$ cat src/ctu_params.svh
// CTU widths, register address map, reset values and CTRL bit positions
`ifndef CTU_PARAMS_SVH
`define CTU_PARAMS_SVH

// ------------------------------
// Widths
// ------------------------------

// Slow-clock divide ratio field
`define CTU_RATIO_W         4
// One enable per gated cluster
`define CTU_NUM_CKEN        8
// External asynchronous pins
`define CTU_NUM_PIN         4
// APB byte address, word aligned
`define CTU_ADDR_W          4
// CTRL register field
`define CTU_CTRL_W          2

// ------------------------------
// Register map
// ------------------------------
`define CTU_ADDR_RATIO      4'h0
`define CTU_ADDR_CKEN       4'h4
`define CTU_ADDR_CTRL       4'h8
`define CTU_ADDR_STATUS     4'hC

// Reset value of RATIO
`define CTU_RATIO_RST       4

// CTRL bits
`define CTU_CTRL_START_BIT  0
`define CTU_CTRL_FORCE_BIT  1

`endif

$ cat src/ctu_pkg.sv
// CTU shared types: APB request, register command, sync pulses, clock enables
`include "ctu_params.svh"

package ctu_pkg;

   // Clock-enable vector, one bit per cluster
   typedef logic [`CTU_NUM_CKEN-1:0] cken_t;

   // Readable registers, in address order
   typedef enum logic [1:0] {
      RD_RATIO  = 2'd0,
      RD_CKEN   = 2'd1,
      RD_CTRL   = 2'd2,
      RD_STATUS = 2'd3
   } rd_sel_e;

   // APB request as driven by the master
   typedef struct packed {
      logic                   psel;
      logic                   penable;
      logic                   pwrite;
      logic [`CTU_ADDR_W-1:0] paddr;
      logic [31:0]            pwdata;
   } apb_req_t;

   // Decoded command, valid one cycle in the first access cycle
   typedef struct packed {
      logic        wr_ratio;
      logic        wr_cken;
      logic        wr_ctrl;
      rd_sel_e     rd_sel;
      logic        access;
      logic        err;
      logic [31:0] wdata;
   } reg_cmd_t;

   // Slow-domain phase markers
   typedef struct packed {
      logic rx_sync;
      logic coin_edge;
   } sync_pulse_t;

endpackage

$ cat src/ctu_sync_pulse_gen.sv
// Ratio counter that produces the rx_sync and coin_edge pulses of the slow domain
`include "ctu_params.svh"

module ctu_sync_pulse_gen (
   input  logic                    cmp_clk,
   input  logic                    reset,
   input  logic [`CTU_RATIO_W-1:0] ratio,
   output ctu_pkg::sync_pulse_t    sync_pulse
);

   // Shortest legal period is two fast cycles
   localparam logic [`CTU_RATIO_W-1:0] RATIO_MIN = 2;

   logic [`CTU_RATIO_W-1:0] ratio_clamp;
   logic [`CTU_RATIO_W-1:0] cnt;
   logic [`CTU_RATIO_W-1:0] cnt_nxt;
   logic                    wrap;

   // ------------------------------
   // Phase counter
   // ------------------------------

   // Ratios 0 and 1 run as 2
   assign ratio_clamp = (ratio < RATIO_MIN) ? RATIO_MIN : ratio;

   // Down count that reaches zero in the last fast cycle of a slow period
   assign wrap = (cnt == '0);

   // New ratio only taken at the wrap
   assign cnt_nxt = wrap ? (ratio_clamp - 1'b1) : (cnt - 1'b1);

   // Pulses line up with the counter value they mark
   // rx_sync marks the first cycle with the count just loaded
   // coin_edge marks the last cycle where fast and slow edges coincide
   always_ff @(posedge cmp_clk) begin
      if (reset) begin
         cnt        <= '0;
         sync_pulse <= '0;
      end else begin
         cnt                  <= cnt_nxt;
         sync_pulse.rx_sync   <= wrap;
         sync_pulse.coin_edge <= (cnt_nxt == '0);
      end
   end

endmodule

$ cat src/ctu_synch_stage.sv
// Capture on rx_sync and release on coin_edge crossing into the slow domain
module ctu_synch_stage #(
   parameter type payload_t = ctu_pkg::cken_t
) (
   input  logic                 cmp_clk,
   input  logic                 reset,
   input  ctu_pkg::sync_pulse_t sync_pulse,
   input  payload_t             presyncdata,
   output payload_t             syncdata
);

   payload_t hold_q;

   // Sample at start of slow period, later captures overwrite
   always_ff @(posedge cmp_clk) begin
      if (sync_pulse.rx_sync) begin
         hold_q <= presyncdata;
      end
   end

   // Release on the coincident edge only, so the slow side
   // sees a value that was stable for the whole period
   always_ff @(posedge cmp_clk) begin
      if (reset) begin
         syncdata <= '0;
      end else if (sync_pulse.coin_edge) begin
         syncdata <= hold_q;
      end
   end

endmodule

$ cat src/ctu_synchronizer.sv
// Two-flop synchronizer for asynchronous input pins
module ctu_synchronizer #(
   parameter int SIZE = 1
) (
   input  logic            cmp_clk,
   input  logic            reset,
   input  logic [SIZE-1:0] presyncdata,
   output logic [SIZE-1:0] syncdata
);

   // First stage may go metastable
   logic [SIZE-1:0] meta_q;

   always_ff @(posedge cmp_clk) begin
      if (reset) begin
         meta_q   <= '0;
         syncdata <= '0;
      end else begin
         meta_q   <= presyncdata;
         syncdata <= meta_q;
      end
   end

endmodule

$ cat src/ctu_apb_decode.sv
// APB front end decoding address and phase into register commands and errors
`include "ctu_params.svh"

module ctu_apb_decode (
   input  logic              cmp_clk,
   input  logic              reset,
   input  ctu_pkg::apb_req_t apb_req,
   output ctu_pkg::reg_cmd_t reg_cmd
);

   import ctu_pkg::*;

   logic     setup;
   logic     wr;
   reg_cmd_t cmd_nxt;

   // Setup phase, registered so the command lands in the first access cycle
   assign setup = apb_req.psel & ~apb_req.penable;
   assign wr    = setup & apb_req.pwrite;

   // ------------------------------
   // Address decode
   // ------------------------------
   always_comb begin
      cmd_nxt        = '0;
      cmd_nxt.access = setup;
      cmd_nxt.wdata  = apb_req.pwdata;
      cmd_nxt.rd_sel = RD_RATIO;
      case (apb_req.paddr)
         `CTU_ADDR_RATIO: begin
            cmd_nxt.rd_sel   = RD_RATIO;
            cmd_nxt.wr_ratio = wr;
         end
         `CTU_ADDR_CKEN: begin
            cmd_nxt.rd_sel  = RD_CKEN;
            cmd_nxt.wr_cken = wr;
         end
         `CTU_ADDR_CTRL: begin
            cmd_nxt.rd_sel  = RD_CTRL;
            cmd_nxt.wr_ctrl = wr;
         end
         `CTU_ADDR_STATUS: begin
            // Read only
            cmd_nxt.rd_sel = RD_STATUS;
            cmd_nxt.err    = wr;
         end
         default: begin
            // Unmapped, no strobe either way
            cmd_nxt.err = setup;
         end
      endcase
   end

   // One-cycle command pulse
   always_ff @(posedge cmp_clk) begin
      if (reset) begin
         reg_cmd <= '0;
      end else begin
         reg_cmd <= cmd_nxt;
      end
   end

endmodule

$ cat src/ctu_cken_ctl.sv
// RATIO, CKEN and CTRL registers with the registered start and force mux
`include "ctu_params.svh"

module ctu_cken_ctl (
   input  logic                    cmp_clk,
   input  logic                    reset,
   input  ctu_pkg::reg_cmd_t       reg_cmd,
   output logic [`CTU_RATIO_W-1:0] ratio,
   output ctu_pkg::cken_t          cken_reg,
   output logic [`CTU_CTRL_W-1:0]  ctrl,
   output ctu_pkg::cken_t          cken_cl
);

   logic start_clk;
   logic force_cken;

   // ------------------------------
   // Software registers
   // ------------------------------

   // Updated on the edge that ends the first access cycle
   always_ff @(posedge cmp_clk) begin
      if (reset) begin
         ratio    <= `CTU_RATIO_W'(`CTU_RATIO_RST);
         cken_reg <= '0;
         ctrl     <= '0;
      end else begin
         if (reg_cmd.wr_ratio) begin
            ratio <= reg_cmd.wdata[`CTU_RATIO_W-1:0];
         end
         if (reg_cmd.wr_cken) begin
            cken_reg <= reg_cmd.wdata[`CTU_NUM_CKEN-1:0];
         end
         if (reg_cmd.wr_ctrl) begin
            ctrl <= reg_cmd.wdata[`CTU_CTRL_W-1:0];
         end
      end
   end

   assign start_clk  = ctrl[`CTU_CTRL_START_BIT];
   assign force_cken = ctrl[`CTU_CTRL_FORCE_BIT];

   // ------------------------------
   // Fast-domain clock enables
   // ------------------------------

   // Force wins, otherwise mask held off until start
   // Registered so the enable tree sees a clean flop output
   always_ff @(posedge cmp_clk) begin
      if (reset) begin
         cken_cl <= '0;
      end else if (force_cken) begin
         cken_cl <= '1;
      end else if (start_clk) begin
         cken_cl <= cken_reg;
      end else begin
         cken_cl <= '0;
      end
   end

endmodule

$ cat src/ctu_status_rd.sv
// Read data mux and APB response with one wait state
`include "ctu_params.svh"

module ctu_status_rd (
   input  logic                    cmp_clk,
   input  logic                    reset,
   input  ctu_pkg::reg_cmd_t       reg_cmd,
   input  logic [`CTU_RATIO_W-1:0] ratio,
   input  ctu_pkg::cken_t          cken_reg,
   input  logic [`CTU_CTRL_W-1:0]  ctrl,
   input  logic [`CTU_NUM_PIN-1:0] pin_sync,
   output logic [31:0]             prdata,
   output logic                    pready,
   output logic                    pslverr
);

   import ctu_pkg::*;

   logic [31:0] rd_data;

   // Unmapped reads return zero
   always_comb begin
      rd_data = '0;
      if (!reg_cmd.err) begin
         case (reg_cmd.rd_sel)
            RD_RATIO:  rd_data = 32'(ratio);
            RD_CKEN:   rd_data = 32'(cken_reg);
            RD_CTRL:   rd_data = 32'(ctrl);
            RD_STATUS: rd_data = 32'(pin_sync);
            default:   rd_data = '0;
         endcase
      end
   end

   // Sampled at command time, before any write in the same access lands
   always_ff @(posedge cmp_clk) begin
      if (reg_cmd.access) begin
         prdata <= rd_data;
      end
   end

   // Response in the second access cycle
   always_ff @(posedge cmp_clk) begin
      if (reset) begin
         pready  <= 1'b0;
         pslverr <= 1'b0;
      end else begin
         pready  <= reg_cmd.access;
         pslverr <= reg_cmd.access & reg_cmd.err;
      end
   end

endmodule

$ cat src/ctu_top.sv
// CTU top level wiring APB decode, registers, pulse generator and crossings
`include "ctu_params.svh"

module ctu_top (
   input  logic                    cmp_clk,
   input  logic                    reset,
   input  ctu_pkg::apb_req_t       apb_req,
   input  logic [`CTU_NUM_PIN-1:0] pins,
   output logic [31:0]             prdata,
   output logic                    pready,
   output logic                    pslverr,
   output ctu_pkg::cken_t          cken_cl,
   output ctu_pkg::cken_t          cken_jl,
   output logic [`CTU_CTRL_W-1:0]  ctrl_jl,
   output ctu_pkg::sync_pulse_t    sync_pulse
);

   import ctu_pkg::*;

   reg_cmd_t                reg_cmd;
   logic [`CTU_RATIO_W-1:0] ratio;
   cken_t                   cken_reg;
   logic [`CTU_CTRL_W-1:0]  ctrl;
   logic [`CTU_NUM_PIN-1:0] pin_sync;

   // ------------------------------
   // Register path
   // ------------------------------
   ctu_apb_decode u_apb_decode (
      .cmp_clk (cmp_clk),
      .reset   (reset),
      .apb_req (apb_req),
      .reg_cmd (reg_cmd)
   );

   ctu_cken_ctl u_cken_ctl (
      .cmp_clk  (cmp_clk),
      .reset    (reset),
      .reg_cmd  (reg_cmd),
      .ratio    (ratio),
      .cken_reg (cken_reg),
      .ctrl     (ctrl),
      .cken_cl  (cken_cl)
   );

   ctu_status_rd u_status_rd (
      .cmp_clk  (cmp_clk),
      .reset    (reset),
      .reg_cmd  (reg_cmd),
      .ratio    (ratio),
      .cken_reg (cken_reg),
      .ctrl     (ctrl),
      .pin_sync (pin_sync),
      .prdata   (prdata),
      .pready   (pready),
      .pslverr  (pslverr)
   );

   // Async pins into cmp_clk
   ctu_synchronizer #(.SIZE(`CTU_NUM_PIN)) u_pin_sync (
      .cmp_clk     (cmp_clk),
      .reset       (reset),
      .presyncdata (pins),
      .syncdata    (pin_sync)
   );

   // ------------------------------
   // Slow-domain crossing
   // ------------------------------
   ctu_sync_pulse_gen u_sync_pulse_gen (
      .cmp_clk    (cmp_clk),
      .reset      (reset),
      .ratio      (ratio),
      .sync_pulse (sync_pulse)
   );

   // Enables after the start and force mux
   ctu_synch_stage #(.payload_t(cken_t)) u_synch_cken (
      .cmp_clk     (cmp_clk),
      .reset       (reset),
      .sync_pulse  (sync_pulse),
      .presyncdata (cken_cl),
      .syncdata    (cken_jl)
   );

   // Raw CTRL bits for slow-side logic
   ctu_synch_stage #(.payload_t(logic [`CTU_CTRL_W-1:0])) u_synch_ctrl (
      .cmp_clk     (cmp_clk),
      .reset       (reset),
      .sync_pulse  (sync_pulse),
      .presyncdata (ctrl),
      .syncdata    (ctrl_jl)
   );

endmodule

$ cat config.mk
export PLATFORM = sky130hd
export DESIGN_NAME = ctu_top
export DESIGN_NICKNAME = d
export VERILOG_FILES = /design/src/ctu_pkg.sv /design/src/ctu_sync_pulse_gen.sv /design/src/ctu_synch_stage.sv /design/src/ctu_synchronizer.sv /design/src/ctu_apb_decode.sv /design/src/ctu_cken_ctl.sv /design/src/ctu_status_rd.sv /design/src/ctu_top.sv
export VERILOG_INCLUDE_DIRS = /design/src
export SDC_FILE = /design/constraint.sdc
export NUM_CORES = 1
export LEC_CHECK = 0
export BUFFER_PORTS_ARGS = -buffer_cell sky130_fd_sc_hd__buf_4
export CAP_MARGIN = 10
export CORE_ASPECT_RATIO = 1.25
export CORE_MARGIN = 5
export CORE_UTILIZATION = 47
export CTS_CLUSTER_SIZE = 20
export DETAILED_ROUTE_END_ITERATION = 8
export MAX_ROUTING_LAYER = met4
export PLACE_DENSITY = 0.83
export SLEW_MARGIN = 25
export SYNTH_ARGS = -nofsm -noshare
export SYNTH_HDL_FRONTEND = slang
export SYNTH_SLANG_ARGS = --single-unit
export TNS_END_PERCENT = 30
$ cat constraint.sdc
create_clock -name cmp_clk -period 2.2 [get_ports cmp_clk]
set_input_delay 0.11 -clock cmp_clk [delete_from_list [all_inputs] [get_ports cmp_clk]]
set_output_delay 0.11 -clock cmp_clk [all_outputs]
set_load 0.03 [all_outputs]
* Yosys cells after proc, flatten, opt, wreduce, memory -nomap -nowiden
Index checks and enable logic that the tools add are counted.
Cells by class: reduce and logical (&&, ||, !) cells 8, bitwise logic cells 7, mux-type cells 7, add/subtract/negate cells 2, equality and inequality tests 6, magnitude comparators 1
Operator list (count):
- $pmux W32 S4 | 1
- $mux W8 | 2
- $logic_not A4 Y1 | 3
- $eq A4 B4 Y1 const B | 2
- $mux W4 | 2
- $sub A4 B1 Y4 const B | 2
- $pmux W2 S3 | 1
- $reduce_or A2 Y1 | 3
- $eq A2 B2 Y1 const B | 2
- $eq A4 B3 Y1 const B | 1
- $lt A4 B2 Y1 const B | 1
- $not A1 Y1 | 4
- $and A1 B1 Y1 | 3
- $reduce_or A3 Y1 | 1
- $eq A2 B1 Y1 const B | 1
- $logic_not A2 Y1 | 1
- $pmux W1 S2 | 1
Storage, ports and cells: input bits 45, register bits after elaboration 105

* Depth between registers and ports, before layout
Gate-level depths: netlist of run 1.
word-level depth 5, gate-level depth with buffers 6, gate-level depth less buffers 6

* By module
From an unflattened synthesis of run 1, not the netlist that was laid out.
Second synthesis, totals: cell total of the unflattened synthesis 305, area, all modules 3641.0 um^2
Modules (own cells, without submodules):
- ctu_apb_decode | area an instance 1081.0 um^2, cells an instance 86, seq. area each 780.7 um^2, times used 1
- ctu_cken_ctl | area an instance 739.5 um^2, cells an instance 72, seq. area each 440.4 um^2, times used 1
- ctu_status_rd | area an instance 646.9 um^2, cells an instance 55, seq. area each 280.3 um^2, times used 1
- ctu_synch_stage at u_synch_cken | area an instance 525.5 um^2, cells an instance 34, seq. area each 400.4 um^2, times used 1
- ctu_sync_pulse_gen | area an instance 310.3 um^2, cells an instance 34, seq. area each 120.1 um^2, times used 1
- ctu_synchronizer | area an instance 210.2 um^2, cells an instance 16, seq. area each 160.2 um^2, times used 1
- ctu_synch_stage at u_synch_ctrl | area an instance 127.6 um^2, cells an instance 8, seq. area each 100.1 um^2, times used 1

* Worst setup path after synthesis of run 1
Ideal clock, no wire load.
path kind flip-flop to flip-flop, start point reg u_sync_pulse_gen.cnt[1], end point reg, netlist name u_sync_pulse_gen.sync_pulse[0], library setup time 114 ps, clock period less this slack 1492 ps, path slack 708 ps, data arrival time 1378 ps, stages on the path, launching flop included 7, data required time 2086 ps, cell sequence dfxtp_1 -> nor4_4 -> a31o_2 -> inv_1 -> ha_1 -> xor2_1 -> nor2b_1
On the way: word-level cells in the longest chain between the ends 3, elaborated cells on any way between the ends 4, classes of those cells add/sub (1); mux (1); reduce/logical (2)
RTL lines:
- from (decl) | line ctu_sync_pulse_gen.sv:15 | logic [`CTU_RATIO_W-1:0] cnt;
- from (signal assigned) | line ctu_sync_pulse_gen.sv:40 | cnt <= cnt_nxt;
- $logic_not A4 Y1 | line ctu_sync_pulse_gen.sv:27 | assign wrap = (cnt == '0);
- $mux W4 | line ctu_sync_pulse_gen.sv:30 | assign cnt_nxt = wrap ? (ratio_clamp - 1'b1) : (cnt - 1'b1);
- named net u_sync_pulse_gen.cnt_nxt[0] | line ctu_sync_pulse_gen.sv:16 | logic [`CTU_RATIO_W-1:0] cnt_nxt;
- $logic_not A4 Y1 | line ctu_sync_pulse_gen.sv:42 | sync_pulse.coin_edge <= (cnt_nxt == '0);
The timed path passes the listed nets, and every way through them passes these cells. A chain may end at the register's enable or synchronous reset.

* Final worst setup path of run 1
start point reg u_sync_pulse_gen.cnt[1], end point reg, netlist name u_sync_pulse_gen.sync_pulse[0]
On the way: word-level cells in the longest chain between the ends 3, elaborated cells on any way between the ends 4, classes of those cells add/sub (1); mux (1); reduce/logical (2)
RTL lines (line):
- $logic_not A4 Y1 | ctu_sync_pulse_gen.sv:27
- $mux W4 | ctu_sync_pulse_gen.sv:30
- named net u_sync_pulse_gen.cnt_nxt[0] | ctu_sync_pulse_gen.sv:16
- $logic_not A4 Y1 | ctu_sync_pulse_gen.sv:42
The timed path passes the listed nets, and every way through them passes these cells.

==> results of run 1 <==
[how the worst min path moves through the flow]
stage | startpoint | endpoint | slack, ns | depth (start not counted)
2_1_floorplan | reset | u_status_rd.pready$_SDFF_PP0_ | 0.19 | 1
3_3_place_gp | apb_req[7] | u_apb_decode.reg_cmd[7]$_SDFF_PP0_ | 0.32 | 2
3_5_place_dp | apb_req[4] | u_apb_decode.reg_cmd[4]$_SDFF_PP0_ | 0.33 | 2
4_1_cts | apb_req[2] | u_apb_decode.reg_cmd[2]$_SDFF_PP0_ | 0.001 | 2
5_1_grt | apb_req[2] | u_apb_decode.reg_cmd[2]$_SDFF_PP0_ | 0.02 | 2
6_report | apb_req[2] | u_apb_decode.reg_cmd[2]$_SDFF_PP0_ | 0.002 | 2
[power groups by stage]
stage | combinational, mW | clock (mW) | sequential, mW
global placement | 0.222 | 0 | 1.65
floorplan | 0.176 | 0 | 1.67
finish | 0.246 | 0.963 | 1.62
CTS | 0.246 | 0.985 | 1.62
detailed placement | 0.228 | 0 | 1.65
global route | 0.267 | 1.06 | 1.63
[kinds of logic after synthesis]
group           Yosys count  share of synthesized area
other cells               1                    0.00128
flops                    81                      0.614
mux                      27                      0.101
xor+xnor                  1                    0.00299
buf+inv                  39                     0.0862
compound gates           18                     0.0384
simple gates             84                      0.148
fa+ha+maj                 2                    0.00853
[repair_timing]
item / 4_1_cts / 5_1_grt
endpoints found under the setup margin: 0 / 0
hold endpoints to repair: 13 / 0
hold buffers: 13 / 0
[area by class of cell]
class,instances,area [um2],area share
inverter,2,7.51,0.00210
timing repair buffer,63,505,0.142
clock inverter,5,28.8,0.00807
clock buffer,11,153,0.0428
tap,85,106,0.0298
sequential,81,1800,0.505
multi-input combinational,156,965,0.270
[placed cells by master, fill, tap and decap left out, types with 2 or more instances in the layout]
| cell type | count |
|---|---|
| mux4_2 | 2 |
| nand2_1 | 3 |
| and2_1 | 6 |
| dfxtp_1 | 63 |
| clkinv_2 | 3 |
| nand2b_1 | 2 |
| edfxtp_1 | 18 |
| a31oi_1 | 2 |
| clkbuf_8 | 9 |
| a21oi_1 | 10 |
| nor2_1 | 41 |
| mux2i_1 | 25 |
| nor3_1 | 3 |
| nor2b_1 | 23 |
| dlygate4sd3_1 | 13 |
| conb_1 | 24 |
| inv_1 | 2 |
| ha_1 | 2 |
| buf_4 | 50 |
[metal layers]
| metal | track usage | part of all wire |
|---|---|---|
| met5 | - | 0 |
| met2 | 0.226 | 0.53 |
| met3 | 0.0461 | 0.058 |
| met1 | 0.160 | 0.40 |
| met4 | 0.0546 | 0.011 |
[Yosys cell counts (2+ instances only)]
cell type  instances  area (um2)
a21oi_1           10        50.1
a31oi_1            2        12.5
and2_1             6        37.5
buf_1              3        11.3
buf_2              5        25.0
buf_4             24         180
clkbuf_1           2        7.51
clkbuf_2           2        10.0
dfxtp_1           63        1260
edfxtp_1          18         541
ha_1               2        25.0
inv_1              2        7.51
mux2i_1           25         250
mux4_2             2        45.0
nand2_1            3        11.3
nand2b_1           2        12.5
nor2_1            41         154
nor2b_1           23         144
nor3_1             3        15.0
==> results.md, run 1 <==
- CTS clk-pin slew, worst paths: 0.07 ns
- Max Clk Rate: 0.626 GHz
- Antenna Cells: 0
- Post-CTS setup buffer count: 0
- Total number of vias: 1,805
- Crit path kind: flip-flop to flip-flop
- Clk_skew: 0.0113 ns
- Post-Place Cell Area: 3260 um2
- Largest net degree at the start of global routing: 59
- Cells resized by post-CTS repair: 0
- Reg with most FFs: u_apb_decode.reg_cmd
- Nets: 360
- Buffers and inverters on the worst path: 1
- Dpl hpwl: 3430 um
- Slowest CP cell: dfxtp_1
- Worst Tran Pin Value: 0.596 ns
- Initial Util: 0.479
- Syn avg cell area: 11.6 um2
- TNS Setup: 0 ns
- Final setup violation count: 0
- H-tree levels: 3
- Reg power frac: 0.573
- Final WL: 5080 um
- Clock share of power: 0.340
- Routed len/inst: 12.6 um
- Max-cap check violation count: 0
- TritonCTS Buffers: 9
- Vias/cell: 4.48
- First-pass DRT Iterations: 5
- Antenna violations before repair: 0
- ANT nets after route: 0
- CP Capture Point: u_sync_pulse_gen.sync_pulse[0]$_SDFF_PP0_
- Startpoint types: flip-flop
- Drt first-iter violations: 100
- Boundary Pins: 99
- Core Area: 6130 um2
- Pre-CTS WS: 0.603 ns
- Placed cells: 374
- Vias in the first global route: 1,745
- Total GRT Usage: 0.140
- Worst min-delay path class: input pin to flip-flop
- Final core occ: 0.582
- Total power: 2.83 mW
- Crit. Startpoint: u_sync_pulse_gen.cnt[1]$_SDFF_PP0_
- Switching pwr: 0.682 mW
- Filler instances: 521
- EDFF count, synth: 18
- Remaining DRCs: 0
- Share of layout cells above drive strength 1: 0.220
- Final hold violation count: 0
- Fin. max-slew vios: 0
- GP Congestion: 0.792
- Combinational share of power: 0.087
- Clock root buffer: clkbuf_8
- PortBufs: 50
- Top Family by Delay on Critical Path: simple AND/OR/NAND/NOR gates
- Chip height: 98.3 um
- Crit-path max cell delay: 0.36 ns
- Clock sinks: 81
- Area growth from synthesis to layout: 21.6%
- Number of synthesized register bits: 81
- Register area share after synthesis: 0.614
- Pint: 2.15 mW
- CTS max path bufs: 2
- FF-to-FF End: u_sync_pulse_gen.sync_pulse[0]$_SDFF_PP0_
- Setup crit end kind: flip-flop
- Crit share post-route: 0.726
- Cells after synthesis: 253
- Status: complete, no violations
- RSZ-0062 raised after global routing: false
- Syn Std Cell Area: 2930 um2
- Static Leak: 1.44 nW
- Critical Path Fanout Max: 4
- Crit-path cells: nor4_4 -> a31o_2 -> inv_1 -> ha_1 -> xor2_1 -> nor2b_1
- Die area: 7930 um2
- Synth cell types: 34
- Pwr per Cell Area: 793 nW/um2
- Arrival time at the worst endpoint: 1.83 ns
- CTS tree: built
- Worst IR drop on VDD: 0.000431 V
- Final setup margin: 0.603 ns
- Post-route insts no fill: 403
- Asr flop ratio synth: 0
- Row cnt: 32
- Finished Cell Area: 3570 um2
- Clock Latency Late Sink: 0.34 ns
- Final Hold Slack: 0.00244 ns
- Largest register FFs: 15
- Max_slew headroom: 0.602
- YS warnings: 0
- Switching part of the total: 0.241
- GRT overflow: 0
- Worst Path Required: 2.44 ns
- First-pass GRT wire length: 8310 um
- Tmin final: 1.60 ns
- R2r setup slk: 0.60 ns
- R2R depth: 6
- FF-to-FF Start: u_sync_pulse_gen.cnt[1]$_SDFF_PP0_
- Ys flop type: dfxtp_1
- Crit path depth: 6
- Die Wd: 80.7 um
Power figures use the tool's default switching activity.
==> inputs of run 2 (changes only) <==
Settings changed: ABC_AREA set to 1, CORE_UTILIZATION 47 to 45.
Clock period 2.2 ns to 1.4 ns, I/O delays scaled along.
==> run 2 against run 1 <==
Compared with the run above:
- sequential power up 74%
- die area grew 6.4%
- worst hold slack better by 0.024 ns
- power up 120%
- non-clock buffer count is 15 higher
- sequential share of layout area shrank 4.0 points
- synthesized cell count is 32% higher
- critical path depth increased by 2
- combinational power rose to 6.0 times the previous value
- sequential cell count unchanged
- critical path type is now input pin to flip-flop
- critical endpoint is now u_apb_decode.reg_cmd[32]$_SDFF_PP0_
- largest power group unchanged
==> results.md, run 2 <==
- Finished Cell Area: 3890 um2 (+9.1%)
- Core Area: 6520 um2 (+6.5%)
- Die Wd: 83.2 um (+3.1%)
- Largest register FFs: 15 (unchanged)
- GP Congestion: 0.867 (+9.5%)
- Clk_skew: 0.00455 ns (-0.00679 ns)
- Area growth from synthesis to layout: 29.2%
- CTS tree: built
- Largest net degree at the start of global routing: 27 (-54%)
- Vias in the first global route: 2,106 (+21%)
- Clock root buffer: clkbuf_8
- Final setup violation count: 0 (unchanged)
- CTS clk-pin slew, worst paths: 0.08 ns (about the same)
- Startpoint types: input pin
- RSZ-0062 raised after global routing: true
- Status: complete, no violations
- Crit. Startpoint: apb_req[37]
- Tmin final: 1.32 ns
- Arrival time at the worst endpoint: 1.62 ns (-0.21 ns)
- FF-to-FF Start: u_sync_pulse_gen.cnt[3]$_SDFF_PP0_
- Setup crit end kind: flip-flop
- Synth cell types: 29 (-15%)
- EDFF count, synth: 18 (unchanged)
- TritonCTS Buffers: 9 (unchanged)
- Hold Path Sink: u_apb_decode.reg_cmd[35]$_SDFF_PP0_
- Register area share after synthesis: 0.598 (-0.0161)
- Drt first-iter violations: 68 (-32%)
- Critical Path Fanout Max: 2 (-2)
- Cells after synthesis: 333 (+32%)
- Total GRT Usage: 0.145 (+0.00415)
- YS warnings: 0 (unchanged)
- Max-cap check violation count: 0 (unchanged)
- Worst min-delay path class: input pin to flip-flop
- Final hold violation count: 0 (unchanged)
- Crit path kind: input pin to flip-flop
- Antenna violations before repair: 0 (unchanged)
- Total number of vias: 2,235 (+24%)
- Crit-path max cell delay: 0.57 ns (+0.21 ns)
- HP Start: apb_req[32]
- Yosys top cell by area: dfxtp_1
- Crit-path cells: dlygate4sd3_1 -> buf_4 -> inv_1 -> nand2_1 -> dlygate4sd3_1 -> nor2_2 -> o21ai_0 -> inv_1
- Number of synthesized register bits: 81 (unchanged)
- Row cnt: 33 (+3.1%)
- Routed len/inst: 11.3 um (-10%)
- Asr flop ratio synth: 0 (unchanged)
- Pwr per Cell Area: 1570 nW/um2 (+98%)
- Boundary Pins: 99 (unchanged)
- H-tree levels: 3 (unchanged)
- Pre-CTS WS: 0.0762 ns (-0.527 ns)
- Top-area cell type share of the netlist area: 0.419 (-0.0113)
- Syn Std Cell Area: 3010 um2 (+2.7%)
- Top Family by Delay on Critical Path: buffers and inverters
- Clock Latency Late Sink: 0.34 ns (about the same)
- GRT overflow: 0 (unchanged)
- CTS max path bufs: 2 (unchanged)
- Remaining DRCs: 0 (unchanged)
- Clock sinks: 81 (unchanged)
- Chip height: 101 um (+3.2%)
- First-pass GRT wire length: 9320 um (+12%)
- Syn avg cell area: 9.04 um2 (-22%)
- Post-Place Cell Area: 3400 um2 (+4.3%)
- Fin. max-slew vios: 0 (unchanged)
- Antenna Cells: 0 (unchanged)
- WHS Path Cells: 4 (+2)
- Reg with most FFs: u_apb_decode.reg_cmd
- Final core occ: 0.597 (+0.0144)
- Final WL: 5720 um (+13%)
- Worst IR drop on VDD: 0.000660 V (+53%)
- FF-to-FF End: u_sync_pulse_gen.sync_pulse[0]$_SDFF_PP0_
- Dpl hpwl: 4010 um (+17%)
- Die area: 8440 um2 (+6.4%)
- R2r setup slk: 0.09 ns (-0.51 ns)
- PortBufs: 50 (unchanged)
- Ys flop type: dfxtp_1
- Static Leak: 1.77 nW (+23%)
- Total power: 6.13 mW (+120%)
- Buffers and inverters on the worst path: 5 (+4)
- First-pass DRT Iterations: 4 (-1)
- Post-synth top cells: nor2_1 (70), dfxtp_1 (63), inv_1 (37)
- Initial Util: 0.462 (-0.0171)
- Worst Path Required: 1.70 ns (-0.74 ns)
- Crit share post-route: 0.945
- Vias/cell: 4.43 (-0.99%)
- Max Clk Rate: 0.756 GHz
- Nets: 459 (+28%)
- Slowest CP cell: dlygate4sd3_1
- Share of layout cells above drive strength 1: 0.230 (+0.0101)
- Final setup margin: 0.0773 ns (-0.525 ns)
- Commonest cells after routing, fill and taps aside: nor2_1 (69), dfxtp_1 (59), buf_4 (56), inv_1 (37)
- Leading cell type in the layout, fill and taps excluded: nor2_1
- Top cells by area, synth: dfxtp_1 (42%), edfxtp_1 (18%), nor2_1 (8.7%), buf_4 (6.0%), inv_1 (4.6%)
- Most frequent cell after synthesis: nor2_1
- ANT nets after route: 0 (unchanged)
- R2R depth: 10 (+4)
==> run 2: changes by cell type in the layout (fill, tap and decap cells not counted), moves of 23 or more <==
cell,previous run,this run
o21ai_0,0,26
mux2i_1,25,0
nor2b_1,23,0
inv_1,2,37
nand2_1,3,26
nor2_1,41,69
==> run 2: cell families (layout without fill, tap and decap cells) <==
group | after synthesis | in the layout | share of synthesized area
buffers and inverters | 77 | 138 | 0.129
AO/OA/AOI/OAI | 45 | 45 | 0.0785
adder cells (fa/ha/maj) | 2 | 2 | 0.00831
AND/OR/NAND/NOR | 127 | 127 | 0.185
flip-flops | 81 | 81 | 0.598
other | 1 | 24 | 0.00125
==> run 2: worst register-to-register path, stage by stage (launching register included) <==
cell      delay (ns)
dfxtp_4         0.36
nor2_4          0.13
nand2_4         0.08
clkinv_1        0.06
nand2_2         0.06
nand2_4         0.09
inv_2           0.04
ha_1            0.18
nand2_1         0.05
nand3b_1        0.12
a21oi_2         0.03
==> run 2: per-stage QoR <==
stage	std cells	TNS, ns	hold WS [ns]
2_1_floorplan	356	0	0.147
3_3_place_gp	465	0	0.256
3_5_place_dp	465	0	0.257
4_1_cts	503	0	0.00578
5_1_grt	504	-0.00893	0.0488
6_report	504	0	0.0267
==> run 2: what timing repair did <==
| item | in CTS | in global routing |
|---|---|---|
| buffers inserted | 0 | 1 |
| endpoints found under the hold margin | 18 | 0 |
| hold buffers | 22 | 0 |
| setup endpoints to repair | 0 | 3 |
| resized for setup | 0 | 14 |
==> run 2: final cells by class <==
class | instances | area [um2]
Multi-Input combinational cell | 198 | 948
Tap cell | 87 | 109
Clock buffer | 11 | 141
Sequential cell | 81 | 1810
Clock inverter | 5 | 78.8
Timing Repair Buffer | 78 | 641
Fill cell | 571 | 2630
Inverter | 44 | 165
==> run 2: worst max path at each step <==
| stage | to | slack, ns | depth (start not counted) |
|---|---|---|---|
| floorplan | u_sync_pulse_gen.sync_pulse[0]$_SDFF_PP0_ | 0.16 | 10 |
| global placement | u_sync_pulse_gen.sync_pulse[0]$_SDFF_PP0_ | 0.09 | 9 |
| global route | u_apb_decode.reg_cmd[32]$_SDFF_PP0_ | -0.009 | 8 |
| finish | u_apb_decode.reg_cmd[32]$_SDFF_PP0_ | 0.08 | 8 |
| detailed placement | u_sync_pulse_gen.sync_pulse[0]$_SDFF_PP0_ | 0.08 | 8 |
| CTS | u_sync_pulse_gen.sync_pulse[0]$_SDFF_PP0_ | 0.05 | 8 |
==> run 2: layer usage <==
layer,share of wire,vias to the layer above,global-route usage
met5,0,-,-
met4,0.025,0,0.0818
met3,0.071,12,0.0504
met2,0.49,72,0.237
met1,0.41,996,0.153
li1,-,1155,-
==> run 2: where the power goes <==
part           switching [mW]  internal (mW)  leakage (nW)
registers               0.161           2.66         0.688
logic                   0.919          0.549         0.976
clock network           0.792           1.05         0.103
total                    1.87           4.25          1.77
